==> config.mk <==
export PLATFORM = sky130hd
export DESIGN_NAME = portSteer_flat
export DESIGN_NICKNAME = d
export VERILOG_FILES = /design/src/hw/memPkg.sv /design/src/hw/laneIf.sv /design/src/hw/portSteer.sv /design/src/flat_wrapper.sv
export SDC_FILE = /design/constraint.sdc
export NUM_CORES = 1
export LEC_CHECK = 0
export BUFFER_PORTS_ARGS = -buffer_cell sky130_fd_sc_hd__buf_4
export CAP_MARGIN = 5
export CORE_ASPECT_RATIO = 1.75
export CORE_MARGIN = 10
export CORE_UTILIZATION = 43
export CTS_CLUSTER_SIZE = 25
export DETAILED_ROUTE_END_ITERATION = 10
export PLACE_DENSITY = 0.81
export SYNTH_ARGS = -nofsm -noshare
export SYNTH_HDL_FRONTEND = slang
export SYNTH_SLANG_ARGS = --single-unit
==> constraint.sdc <==
create_clock -name clk -period 2.6 [get_ports clk]
set_clock_uncertainty 0.15 [all_clocks]
set_input_delay 0.26 -clock clk [delete_from_list [all_inputs] [get_ports clk]]
set_output_delay 0.26 -clock clk [all_outputs]
set_load 0.005 [all_outputs]
==> src/hw/memPkg.sv <==
//********************
// byte-lane memory package
// sizes, lane geometry and the access-mode
// encoding shared by the controller blocks
//********************

package memPkg;

	// lane geometry
	localparam int LaneCount = 8;
	localparam int LaneBits = 3;
	localparam int RowCount = 256;
	localparam int RowWidth = 8;

	// byte address covers RowCount * LaneCount bytes
	localparam int AddrWidth = RowWidth + LaneBits;

	// port data is five bytes wide
	localparam int ByteWidth = 8;
	localparam int DataWidth = 40;
	localparam int WordBytes = DataWidth / ByteWidth;

	// lane index and row index
	typedef logic [LaneBits-1:0] LaneSel;
	typedef logic [RowWidth-1:0] RowAddr;

	// access size of one request
	// ModeNone keeps the old neighborhood code, nothing moves
	typedef enum logic [1:0] {
		ModeByte = 2'b00,
		ModeHalf = 2'b01,
		ModeWord = 2'b10,
		ModeNone = 2'b11
	} accessMode;

	// one port's data word
	typedef logic [DataWidth-1:0] portData;

endpackage

==> src/hw/laneIf.sv <==
//********************
// lane bundle of one request port
// per-lane row, write enable, write byte
// and the registered read byte
//********************

interface laneIf;

	// row each lane reads, and writes when enabled
	memPkg::RowAddr row [memPkg::LaneCount];

	// one enable bit per lane
	logic [memPkg::LaneCount-1:0] wrEn;

	// byte going into each lane
	logic [memPkg::ByteWidth-1:0] wrByte [memPkg::LaneCount];

	// byte coming back, one cycle after row was presented
	logic [memPkg::ByteWidth-1:0] rdByte [memPkg::LaneCount];

	// port steering side
	modport steer (
		output row,
		output wrEn,
		output wrByte,
		input rdByte
	);

	// lane RAM side
	modport lane (
		input row,
		input wrEn,
		input wrByte,
		output rdByte
	);

endinterface

==> src/hw/portSteer.sv <==
//********************
// request port steering
// rotates one port's access onto the eight
// byte lanes and merges the read bytes back
//********************

module portSteer (
	input logic clk,
	input logic rst,
	input logic [memPkg::AddrWidth-1:0] addr,
	input memPkg::accessMode mode,
	input logic write,
	input memPkg::portData dataIn,
	output memPkg::portData dataOut,
	laneIf.steer lanes
);

	// request address split into row and lane offset
	memPkg::RowAddr baseRow;
	memPkg::RowAddr nextRow;
	memPkg::LaneSel offset;

	// bytes touched by the current request
	memPkg::LaneSel byteCount;

	// write data with byte 0 in the top byte
	memPkg::portData wrJust;

	// request bytes in access order, unused slots zero
	logic [memPkg::ByteWidth-1:0] reqBytes [memPkg::LaneCount];

	// position of each lane inside the access
	memPkg::LaneSel byteIdx [memPkg::LaneCount];

	// captured for the read merge one cycle later
	memPkg::accessMode capMode;
	memPkg::LaneSel capOffset;

	// read bytes back in access order
	logic [memPkg::ByteWidth-1:0] rdOrdered [memPkg::LaneCount];
	memPkg::portData rdJust;

	// number of bytes an access of mode m spans
	function automatic memPkg::LaneSel countOf(memPkg::accessMode m);
		case (m)
			memPkg::ModeByte: countOf = memPkg::LaneSel'(1);
			memPkg::ModeHalf: countOf = memPkg::LaneSel'(2);
			memPkg::ModeWord: countOf = memPkg::LaneSel'(memPkg::WordBytes);
			default: countOf = '0;
		endcase
	endfunction

	// move the live bytes of d to the top of the word
	function automatic memPkg::portData justify(
		memPkg::accessMode m,
		memPkg::portData d
	);
		case (m)
			memPkg::ModeByte: begin
				justify = {d[memPkg::ByteWidth-1:0],
					{(memPkg::DataWidth-memPkg::ByteWidth){1'b0}}};
			end
			memPkg::ModeHalf: begin
				justify = {d[2*memPkg::ByteWidth-1:0],
					{(memPkg::DataWidth-2*memPkg::ByteWidth){1'b0}}};
			end
			memPkg::ModeWord: justify = d;
			default: justify = '0;
		endcase
	endfunction

	// reverse of justify, zero-filling the unused upper bits
	function automatic memPkg::portData unjustify(
		memPkg::accessMode m,
		memPkg::portData d
	);
		case (m)
			memPkg::ModeByte: begin
				unjustify = {{(memPkg::DataWidth-memPkg::ByteWidth){1'b0}},
					d[memPkg::DataWidth-1 -: memPkg::ByteWidth]};
			end
			memPkg::ModeHalf: begin
				unjustify = {{(memPkg::DataWidth-2*memPkg::ByteWidth){1'b0}},
					d[memPkg::DataWidth-1 -: 2*memPkg::ByteWidth]};
			end
			memPkg::ModeWord: unjustify = d;
			default: unjustify = '0;
		endcase
	endfunction

	assign baseRow = addr[memPkg::AddrWidth-1:memPkg::LaneBits];
	assign offset = addr[memPkg::LaneBits-1:0];

	// wraps past the last row back to row 0
	assign nextRow = baseRow + memPkg::RowAddr'(1);

	assign byteCount = countOf(mode);
	assign wrJust = justify(mode, dataIn);

	// slice the justified data into access-order bytes
	always_comb begin
		for (int k = 0; k < memPkg::LaneCount; k++) begin
			if (k < memPkg::WordBytes) begin
				reqBytes[k] = wrJust[memPkg::DataWidth-1-k*memPkg::ByteWidth -: memPkg::ByteWidth];
			end else begin
				reqBytes[k] = '0;
			end
		end
	end

	// lane l carries byte (l - offset) mod 8
	always_comb begin
		for (int l = 0; l < memPkg::LaneCount; l++) begin
			byteIdx[l] = memPkg::LaneSel'(l) - offset;
		end
	end

	// lanes below the offset hold bytes from the following row
	always_comb begin
		for (int l = 0; l < memPkg::LaneCount; l++) begin
			if (memPkg::LaneSel'(l) < offset) begin
				lanes.row[l] = nextRow;
			end else begin
				lanes.row[l] = baseRow;
			end
		end
	end

	// write enables and bytes, with reset forcing a no-write cycle
	always_comb begin
		for (int l = 0; l < memPkg::LaneCount; l++) begin
			lanes.wrEn[l] = write && !rst && (byteIdx[l] < byteCount);
			lanes.wrByte[l] = reqBytes[byteIdx[l]];
		end
	end

	// lane bytes arrive next cycle, keep what is needed to merge them
	always_ff @(posedge clk) begin
		if (rst) begin
			capMode <= memPkg::ModeNone;
			capOffset <= '0;
		end else begin
			capMode <= mode;
			capOffset <= offset;
		end
	end

	// rotate the lanes back so byte 0 comes first
	always_comb begin
		for (int k = 0; k < memPkg::LaneCount; k++) begin
			rdOrdered[k] = lanes.rdByte[capOffset + memPkg::LaneSel'(k)];
		end
	end

	// first five bytes form the justified read word
	always_comb begin
		rdJust = '0;
		for (int k = 0; k < memPkg::WordBytes; k++) begin
			rdJust[memPkg::DataWidth-1-k*memPkg::ByteWidth -: memPkg::ByteWidth] = rdOrdered[k];
		end
	end

	assign dataOut = unjustify(capMode, rdJust);

endmodule

==> src/flat_wrapper.sv <==
// flat-port wrapper written by rule: the top's interface ports become plain ports
module portSteer_flat 
  (clk, rst, addr, mode, write, dataIn, dataOut, lanes_row, lanes_wrEn, lanes_wrByte, lanes_rdByte);
  laneIf lanes_i ();
  input logic clk;
  input logic rst;
  input logic [memPkg::AddrWidth-1:0] addr;
  input memPkg::accessMode mode;
  input logic write;
  input memPkg::portData dataIn;
  output memPkg::portData dataOut;
  output wire logic [$bits(lanes_i.row)-1:0] lanes_row;
  output wire logic [$bits(lanes_i.wrEn)-1:0] lanes_wrEn;
  output wire logic [$bits(lanes_i.wrByte)-1:0] lanes_wrByte;
  input wire logic [$bits(lanes_i.rdByte)-1:0] lanes_rdByte;
  assign lanes_row = {>>{lanes_i.row}};
  assign lanes_wrEn = lanes_i.wrEn;
  assign lanes_wrByte = {>>{lanes_i.wrByte}};
  assign lanes_i.rdByte = {>>{lanes_rdByte}};
  portSteer u_core (.clk(clk), .rst(rst), .addr(addr), .mode(mode), .write(write), .dataIn(dataIn), .dataOut(dataOut), .lanes(lanes_i));
endmodule
Word level (Yosys, flattened, before mapping):

Index checks and enable logic that the tools add are counted.

* bits in registers: 5
* input port bits: 120
* output and inout bits: 176
* logic and storage cells: 123

* add/subtract/negate cells: 13
* magnitude comparators: 29
* equal/unequal tests: 4
* multiplexer cells: 50
* bitwise gates (word level): 13
* reduce and logical (&&, ||, !) cells: 12

Operators with widths (number)
* 8-bit binary-select mux with 3-bit select: 13
* 8-bit 2-to-1 mux: 34
* 40-bit case mux with 3 select lines: 2
* 4-bit >= comparator, second input constant: 13
* 3-bit NOT with 4-bit output: 13
* 3-bit < comparator: 8
* 3-bit < comparator, first input constant: 4
* 3-bit subtractor, first input constant: 4
* 1-bit logical AND: 9
* 3-bit case mux with 3 select lines: 1
* 8-bit by 1-bit adder with 8-bit output, second input constant: 1
* 3-bit by 2-bit adder with 3-bit output, second input constant: 2
* 1-bit by 3-bit < comparator with 1-bit output, first input constant: 2
* 2-bit by 3-bit < comparator with 1-bit output, first input constant: 2
* 1-bit by 3-bit subtractor with 3-bit output, first input constant: 2
* 2-bit by 3-bit subtractor with 3-bit output, first input constant: 2
* 2-bit by 1-bit == test with 1-bit output, second input constant: 2
* 2-bit == test, second input constant: 2
* 2-bit zero test: 2
* 3-bit by 1-bit adder with 3-bit output, second input constant: 1
* 3-bit adder, second input constant: 1
* 1-bit zero test: 1

Longest topological paths before layout:

Gate-level depths: netlist of run 1.

* depth after elaboration: 6
* depth in mapped cells: 13
* gate-level depth less buffers: 7

Least setup slack after synthesis of run 1:

No wires, ideal clock.

* path type: register to output
* from: register u_core.capOffset[0]
* to: output dataOut[2]
* arrival time: 2334 ps
* data required time: 2190 ps
* slack: -144 ps
* cell stages (with the launch flop): 11
* buffers on the path: 6
* cells stage by stage: dfxtp_1 -> buf_4 -> buf_12 -> buf_4 -> buf_4 -> inv_1 -> ha_1 -> buf_2 -> buf_2 -> mux4_2 -> o22ai_1

* longest elaborated chain between the ends: 6
* elaborated cells on any way between the ends: 15

Ends and longest elaborated chain
* start: declaration: RTL line portSteer.sv:37 `memPkg::LaneSel capOffset;`
* start signal: assignment: RTL line portSteer.sv:144 `capOffset <= offset;`
* 3-bit adder / 3-bit by 1-bit adder with 3-bit output (equally long branches): RTL line portSteer.sv:151 `rdOrdered[k] = lanes.rdByte[capOffset + memPkg::LaneSel'(k)];`
* 3-bit NOT with 4-bit output (not written as such): RTL line portSteer.sv:151
* 8-bit binary-select mux with 3-bit select: RTL line portSteer.sv:151
* 8-bit 2-to-1 mux (not written as such) (2 in series): RTL line portSteer.sv:151
* 40-bit case mux with 3 select lines (*): RTL line portSteer.sv:77 `case (m)`
* end: declaration: RTL line flat_wrapper.sv:11 `output memPkg::portData dataOut;`

Every way passes the cells marked *; elsewhere a longest branch is shown, timed or not. The select of a mux whose other input is x is not followed.

Worst setup path after layout of run 1:

* from: register u_core.capOffset[0]
* to: output dataOut[5]

The elaborated chain is that of the path after synthesis.

==> results.yml, run 1 <==
setup_path:
  worstSetupStartpointType: "flip-flop"
  critPathKind: "reg -> out"
  worst_setup_path_end_kind: "primary output"
  crit_path_max_fanout: 16
  cp.required_ns: 2.19
  worstPathArrival_ns: 2.09
timing:
  hold_viol: 0
  tightestPinTransition_ns: 0.6345
  setup_viol: 0
  clock.fmax_ghz: 0.3993
  slew_headroom_pct: 57.38
  tns_ns: 0
  rsz0062_at_grt: "no"
  whs_ns: 0.07278
  fin_crit_sh_pct: 96.31
  slew_viol_final: 0
  finalCriticalPeriod_ns: 2.504
logic_synthesis:
  synth_fp_nets: 843
  synth-async-reset-ratio_pct: 0
  ys.flop_type: "dfxtp_1"
  syn_inst: 700
  syn_area_per_cell_um2: 7.788
  yosys.area.top_type: "mux2i_1"
  synth-warning-count: 0
  ys_types: 41
  synth-seq-area-share_pct: 1.836
  netlist_top_cells_area: "mux2i_1 19%, mux4_2 14%, o221ai_1 10%"
  synth-edff-count: 0
  ys_ff_latch: 5
  yosysMostFrequentCell: "nand2_1"
  synth_commonest_cells: "130 x nand2_1, 104 x mux2i_1, 64 x nor2_1, 64 x o221ai_1, 40 x xnor2_1"
  netlist.area_leader.share_pct: 19.10
  netlist_area_mm2: 0.005451
routing:
  wl_per_cell_um: 21.98
  drt_iter0_markers: 384
  drcViolationCount: 0
  drt_wl_total_mm: 24.79
  drt-pass1-iter-count: 5
  vias: 6853
  postRouteAntennaNets: 0
  viasPerCell: 6.075
finish:
  multiInputGateArea_mm2: 0.004931
  nNetsFinal: 1104
  area_growth_pct: 45.38
  layout-drive-gt1-share_pct: 41.25
  n_fill_cell: 1135
  antenna_cells: 0
  seq_area_um2: 103.9
die:
  dieArea_mm2: 0.01776
  die_h_um: 169.0
  io_pins: 296
  coreArea_mm2: 0.01243
  start_util_pct: 43.85
  fp.dieW_um: 105.1
  row_count: 54
placement:
  io_buffers: 295
  gp_congestion: 0.9406
  detailedPlacementHpwl_mm: 20.28
clock_network:
  postCtsHoldBufs: 0
  cts_tree: "yes"
  cts_buffer_depth: 2
  cts_num_sinks: 5
  cts_buffers: 3
  clock-root-buffer: "clkbuf_16"
  htreeDepth: 1
  clkTransAtPathRegs_ns: 0.03
pwr:
  total_power_mw: 2.011
  power_switching_uw: 881.3
  p_per_area_mw_per_mm2: 253.7
  p_leak_nw: 3.544
  pwr-share-clk_pct: 12.5
  seqPwrFrac_pct: 4.4
  ir_drop_mv: 0.1809
  p_int_mw: 1.129
  pwr-share-comb_pct: 83.1
  sw_frac_of_total_pct: 43.83
status:
  status: "completed"
global_route:
  grt_pass1_vias: 6990
  antenna_found_initial: 0
  grt_usage_pct: 25.66
  grt_pass1_wl_mm: 38.07
  grt_max_degree: 93
  grt_overflow_total: 0
min_path:
  hold_path.class: "in -> reg"
job:
  drv_cap: 0
## flip-flops by register name (all words and copies together) (netlist names)
| name | count |
|---|---|
| u_core.capOffset | 3 |
| u_core.capMode | 2 |
## worst paths after layout
check / slack, ns / to / from / cells past startpoint
max: 0.1 / dataOut[5] / u_core.capOffset[0]$_SDFF_PP0_ / 6
min: 0.07 / u_core.capOffset[0]$_SDFF_PP0_ / rst / 2
## per-layer routing
layer | part of all wire (%) | track usage (%)
met1 | 34 | 26.30
met2 | 53 | 47.73
met3 | 9.1 | 7.224
met4 | 3.7 | 9.832
met5 | 0 | 0
## cells by family (layout without fill, tap and decap cells)
group	after synthesis	after routing	synth area share, %
AO/OA/AOI/OAI	148	148	21.76
multiplexers	146	146	34.79
AND/OR/NAND/NOR	237	237	18.36
adder cells (fa/ha/maj)	23	23	5.279
XOR/XNOR	54	54	9.295
buffers and inverters	87	347	8.676
flip-flops	5	5	1.836
## power by group through the flow
stage / Combinational [mW] / Clock [mW] / Sequential [mW]
detailed placement: 1.63 / 0 / 0.0883
global route: 1.80 / 0.259 / 0.0896
finish: 1.67 / 0.252 / 0.0889
CTS: 1.64 / 0.256 / 0.0875
floorplan: 0.895 / 0 / 0.0847
global placement: 1.60 / 0 / 0.0880
## worst max-delay path: stages, from the launching register on
cell and delay, ns:
dfxtp_4 0.39, inv_1 0.09, ha_4 0.35, buf_12 0.17
mux4_2 0.54, o22ai_2 0.18, buf_4 0.14
## timing repair
item                                    4_1_cts  5_1_grt
gates resized for setup                       3        7
setup buffers                                 0        2
pin swaps                                     0        1
endpoints found under the setup margin       16       21
gates cloned                                  0        1
## layout by cell type (no fill, tap or decap), types with 18 or more instances in the layout
cell / instances
buf_4: 323
ha_1: 22
mux2i_1: 104
xnor2_1: 40
nor2_1: 64
mux4_2: 34
nand2_1: 130
o221ai_1: 64
a21o_1: 18
o22ai_1: 26
## metrics by stage
step / setup slack [ns] / instances / utilization (%) / cell area (µm²)
after global routing: 0.006183 / 1128 / 63.75 / 7925
after CTS: -0.0008529 / 1125 / 62.98 / 7830
after floorplan: -0.01222 / 700 / - / 5487
after detailed placement: -0.2546 / 1121 / 62.28 / 7742
after global placement: -0.1941 / 1121 / 62.28 / 7742
final: 0.09585 / 1128 / 63.75 / 7925
## final cells by class
| class | count | share of cell area (%) |
|---|---|---|
| clock buffer | 4 | 0.9946 |
| inverter | 14 | 0.6631 |
| multi-input combinational | 608 | 62.22 |
| sequential | 5 | 1.310 |
| tap | 168 | 2.652 |
| timing repair buffer | 329 | 32.16 |
(Power assumes the default switching activity.)
==> run 2: changes to the inputs <==
- CORE_AREA: default -> 4 4 112 114
- CORE_ASPECT_RATIO: 1.75 -> default
- CORE_MARGIN: 10 -> default
- CORE_UTILIZATION: 43 -> default
- DIE_AREA: default -> 0 0 116 118
- PLACE_DENSITY: 0.81 -> 0.84
- clock period: 2.6 -> 3 ns (I/O delays scaled with it)
==> run 2 against run 1 <==
Against the previous run:
- combinational power is 18% lower
- worst setup slack better by 0.087 ns
- cell area decreased by 3.8%
- non-clock buffer count is 18 lower
- via count shrank 0.19%
- first-iteration DRC count rose by 93%
==> results.yml, run 2 (same netlist as run 1, synthesis figures left out) <==
die:
  dieArea_mm2: 0.01369
  fp.dieW_um: 116
  row_count: 39
  coreArea_mm2: 0.01142
  die_h_um: 118
  io_pins: 296
  start_util_pct: 47.74
finish:
  n_fill_cell: 1012
  layout_commonest_cell: "buf_4"
  area_growth_pct: 39.91
  final_cell_mix: "311 x buf_4, 130 x nand2_1, 104 x mux2i_1"
  layout-drive-gt1-share_pct: 39.28
  largestRegisters: "u_core.capOffset: 3 flops, u_core.capMode: 2 flops"
  nNetsFinal: 1086
  largest_reg_flops: 3
  multiInputGateArea_mm2: 0.004878
  seq_area_um2: 103.9
  largest_register: "u_core.capOffset"
  antenna_cells: 0
timing:
  tns_ns: 0
  tightestPinTransition_ns: 0.9600
  slew_headroom_pct: 35.69
  whs_ns: 0.1201
  slew_viol_final: 0
  setup_viol: 0
  fin_crit_sh_pct: 93.91
  finalCriticalPeriod_ns: 2.817
  rsz0062_at_grt: "no"
  clock.fmax_ghz: 0.3549
  hold_viol: 0
clock_network:
  cts_num_sinks: 5
  cts_setup_buffers: 0
  cts_buffer_depth: 2
  clock-root-buffer: "clkbuf_16"
  postCtsHoldBufs: 0
  clkTransAtPathRegs_ns: 0.03
  cts_resized: 0
  cts_tree: "yes"
  htreeDepth: 1
  cts_buffers: 3
pwr:
  ir_drop_mv: 0.1501
  p_per_area_mw_per_mm2: 216.9
  p_leak_nw: 3.419
routing:
  drt_iter0_markers: 743
  drcViolationCount: 0
  wl_per_cell_um: 20.48
  postRouteAntennaNets: 0
  drt-pass1-iter-count: 5
  drt_wl_total_mm: 22.22
  vias: 6840
  viasPerCell: 6.304
job:
  drv_cap: 0
global_route:
  grt_usage_pct: 29.69
  grt_pass1_vias: 6452
  antenna_found_initial: 0
  grt_max_degree: 53
  grt_pass1_wl_mm: 33.32
  grt_overflow_total: 0
setup_path:
  worst_setup_path_end_kind: "primary output"
  worstPathArrival_ns: 2.37
  crit_path_max_fanout: 14
  cp.required_ns: 2.55
  worstSetupStartpointType: "flip-flop"
  critPathKind: "reg -> out"
min_path:
  hp-start: "rst"
  whs_path_depth: 2
  whs_endpoint: "u_core.capOffset[0]$_SDFF_PP0_"
  hold_path.class: "in -> reg"
status:
  status: "completed"
placement:
  detailedPlacementHpwl_mm: 17.74
  io_buffers: 295
  gp_congestion: 0.9721
-- run 2: changes by cell type in the layout (fill, tap and decap cells not counted) --
cell and change:
clkbuf_16 -1, nor2b_1 +1, buf_16 -1, o22ai_2 -6, buf_6 -1, ha_4 -1
buf_12 -3, o22ai_1 +6, nor2b_2 -1, ha_1 +1, buf_4 -12
-- run 2: worst max path at each step --
stage,from,endpoint,depth (start not counted)
after floorplan,u_core.capOffset[0]$_SDFF_PP0_,dataOut[2],10
after global placement,addr[2],lanes_wrByte[55],7
after detailed placement,addr[1],lanes_wrByte[28],8
after CTS,u_core.capOffset[0]$_SDFF_PP0_,dataOut[0],6
after global routing,u_core.capOffset[0]$_SDFF_PP0_,dataOut[0],6
final,u_core.capOffset[0]$_SDFF_PP0_,dataOut[0],6
-- run 2: layout make-up --
type                            count  share of cell area [%]
Timing Repair Buffer              311                   30.61
Clock buffer                        4                   1.033
Inverter                           14                  0.6890
Sequential cell                     5                   1.362
Multi-Input combinational cell    608                   63.96
Tap cell                          143                   2.346
-- run 2: critical path, stage by stage (launching register included) --
cell and delay [ns]:
dfxtp_4 0.34, ha_1 0.22, xnor2_2 0.74, mux2_2 0.42
nand4_1 0.10, o22ai_1 0.12, buf_4 0.19
-- run 2: metal layers --
layer,global-route usage (%),vias up,part of all wire (%)
li1,-,3126,-
met1,34.12,3199,35
met2,52.66,437,50
met3,5.604,78,11
met4,12.62,0,4.4
met5,0,-,0
-- run 2: report_power, final --
| part | switching, mW | internal (mW) |
|---|---|---|
| combinational | 0.683 | 0.683 |
| clock | 0.0389 | 0.176 |
| sequential | 0.00390 | 0.0702 |
-- run 2: through the flow --
stage / power [mW] / area [µm²] / worst slack (ns) / instances / util (%)
floorplan: 0.8399 / 5451 / 0.2160 / 700 / -
global placement: 1.405 / 7548 / 0.4398 / 1081 / 66.11
detailed placement: 1.426 / 7548 / 0.4081 / 1081 / 66.11
CTS: 1.646 / 7627 / 0.1928 / 1085 / 66.80
global route: 1.762 / 7627 / 0.05850 / 1085 / 66.80
finish: 1.655 / 7627 / 0.1827 / 1085 / 66.80
==> run 3: changes to the inputs <==
- CORE_AREA: 4 4 112 114 -> default
- CORE_ASPECT_RATIO: default -> 1.75
- CORE_MARGIN: default -> 4
- CORE_UTILIZATION: default -> 43
- DIE_AREA: 0 0 116 118 -> default
- PLACE_DENSITY: 0.84 -> 0.93
- clock period: 3 -> 2.4 ns (I/O delays scaled with it)
==> run 3 against run 2 <==
Against the previous run:
- the flow now finishes with violations (setup timing)
- sequential power rose by 30%
- count of clock-buffer cells in the layout did not move
- non-clock buffer count rose by 40
- worst hold slack got worse by 0.058 ns
- worst setup slack got worse by 0.26 ns
- critical path depth rose by 1
- core utilization rose by 0.14 points
- critical endpoint is now dataOut[7]
- highest routed layer unchanged
==> results.yml, run 3 (same netlist as run 1, synthesis figures left out) <==
setup_path:
  critPathMaxStageDelay_ns: 0.52
  path_buf_inv: 3
  cp_cell_sequence: "inv_4 -> ha_4 -> buf_12 -> mux4_2 -> mux2i_2 -> o22ai_1 -> buf_4"
  cp.required_ns: 2.01
  slowest_stage: "mux4_2"
  critPathKind: "reg -> out"
  worst_setup_path_end_kind: "primary output"
  worstSetupStartpointType: "flip-flop"
  crit_path_max_fanout: 6
  worstPathArrival_ns: 2.09
  cp_top_family: "multiplexers"
global_route:
  grt_overflow_total: 0
  grt_max_degree: 52
  antenna_found_initial: 0
  grt_pass1_wl_mm: 35.46
  grt_pass1_vias: 6952
  grt_usage_pct: 29.99
timing:
  tightestPinTransition_ns: 0.8972
  slew_headroom_pct: 39.89
  slew_viol_final: 0
  rsz0062_at_grt: "yes"
  fin_ws_ns: -0.07715
  clock.fmax_ghz: 0.4037
  fin_crit_sh_pct: 103.2
  setup_viol: 12
  hold_viol: 0
  finalCriticalPeriod_ns: 2.477
routing:
  postRouteAntennaNets: 0
  wl_per_cell_um: 21.85
  drt_iter0_markers: 521
  vias: 7283
  drt-pass1-iter-count: 6
  drt_wl_total_mm: 25.13
  drcViolationCount: 0
  viasPerCell: 6.333
finish:
  layout_commonest_cell: "buf_4"
  stdcell_area_mm2: 0.008322
  n_fill_cell: 970
  largest_register: "u_core.capOffset"
  area_growth_pct: 52.65
  fin_util_pct: 66.94
  largestRegisters: "u_core.capOffset: 3 flops, u_core.capMode: 2 flops"
  nNetsFinal: 1126
  largest_reg_flops: 3
  final_cell_mix: "332 x buf_4, 128 x nand2_1, 96 x mux2i_1"
  antenna_cells: 0
  layout-drive-gt1-share_pct: 44.91
die:
  die_h_um: 157.0
  coreArea_mm2: 0.01243
  fp.dieW_um: 93.12
  start_util_pct: 43.85
  io_pins: 296
  dieArea_mm2: 0.01461
  row_count: 54
clock_network:
  cts_buffer_depth: 2
  postCtsHoldBufs: 0
  cts_buffers: 3
  clkTransAtPathRegs_ns: 0.03
  cts_num_sinks: 5
  htreeDepth: 1
  clock-root-buffer: "clkbuf_16"
  cts_tree: "yes"
placement:
  io_buffers: 295
  gp_congestion: 0.9572
  detailedPlacementHpwl_mm: 18.91
  placed_cell_area_mm2: 0.007811
status:
  status: "complete, but fails checks"
  violations: "setup timing"
job:
  drv_cap: 0
pwr:
  ir_drop_mv: 0.2255
  p_leak_nw: 3.695
  total_power_mw: 2.323
  p_per_area_mw_per_mm2: 279.2
min_path:
  hold_path.class: "in -> reg"
[run 3: cell count changes in the layout (fill, tap and decap cells not counted), moves of 3 or more]
cell / previous run / this run
nor2_1: 64 / 61
mux2i_1: 104 / 96
o22ai_2: 0 / 9
buf_4: 311 / 332
o22ai_1: 32 / 22
mux2i_2: 0 / 7
buf_6: 0 / 9
clkbuf_16: 3 / 7
[run 3: what timing repair did]
| item | in CTS | in global routing |
|---|---|---|
| setup buffers | 6 | 12 |
| resized for setup | 5 | 37 |
| cloned | 0 | 4 |
| endpoints found under the setup margin | 15 | 49 |
| pin swaps | 3 | 10 |
[run 3: path summary, 6_finish.rpt]
check | startpoint | endpoint | slack [ns] | depth (start not counted)
max | u_core.capOffset[0]$_SDFF_PP0_ | dataOut[7] | -0.08 | 7
min | rst | u_core.capOffset[1]$_SDFF_PP0_ | 0.06 | 2
[run 3: through the flow]
step	std cells	TNS (ns)	setup slack (ns)	hold slack [ns]
3_5_place_dp	1124	0	0.04887	0.3106
3_3_place_gp	1124	0	0.09646	0.3022
6_report	1150	-0.3597	-0.07715	0.06249
4_1_cts	1134	-0.1388	-0.03824	0.06917
2_1_floorplan	700	-0.04568	-0.03221	0.1493
5_1_grt	1150	-1.196	-0.1512	0.07579
[run 3: layer usage]
metal | GRT usage (%) | vias up | wire length, µm
met3 | 7.078 | 115 | 2433
met4 | 17.75 | 0 | 1428
met1 | 29.40 | 3435 | 8101
met5 | 0 | - | 0
li1 | - | 3209 | -
met2 | 56.14 | 524 | 13170
[run 3: area by class of cell]
cell class	instances	area, µm²	share of cell area [%]
multi-input cells	608	5049	60.67
well taps	168	210.2	2.526
inverters	14	58.81	0.7067
repair buffers	351	2819	33.87
clock buffers	4	78.83	0.9472
flip-flops and latches	5	106.4	1.278
[run 3: power breakdown]
| part | internal [mW] | leakage, nW | switching [mW] |
|---|---|---|---|
| Combinational | 0.989 | 3.61 | 0.964 |
| Clock | 0.220 | 0.0382 | 0.0528 |
| Sequential | 0.0882 | 0.0428 | 0.00843 |
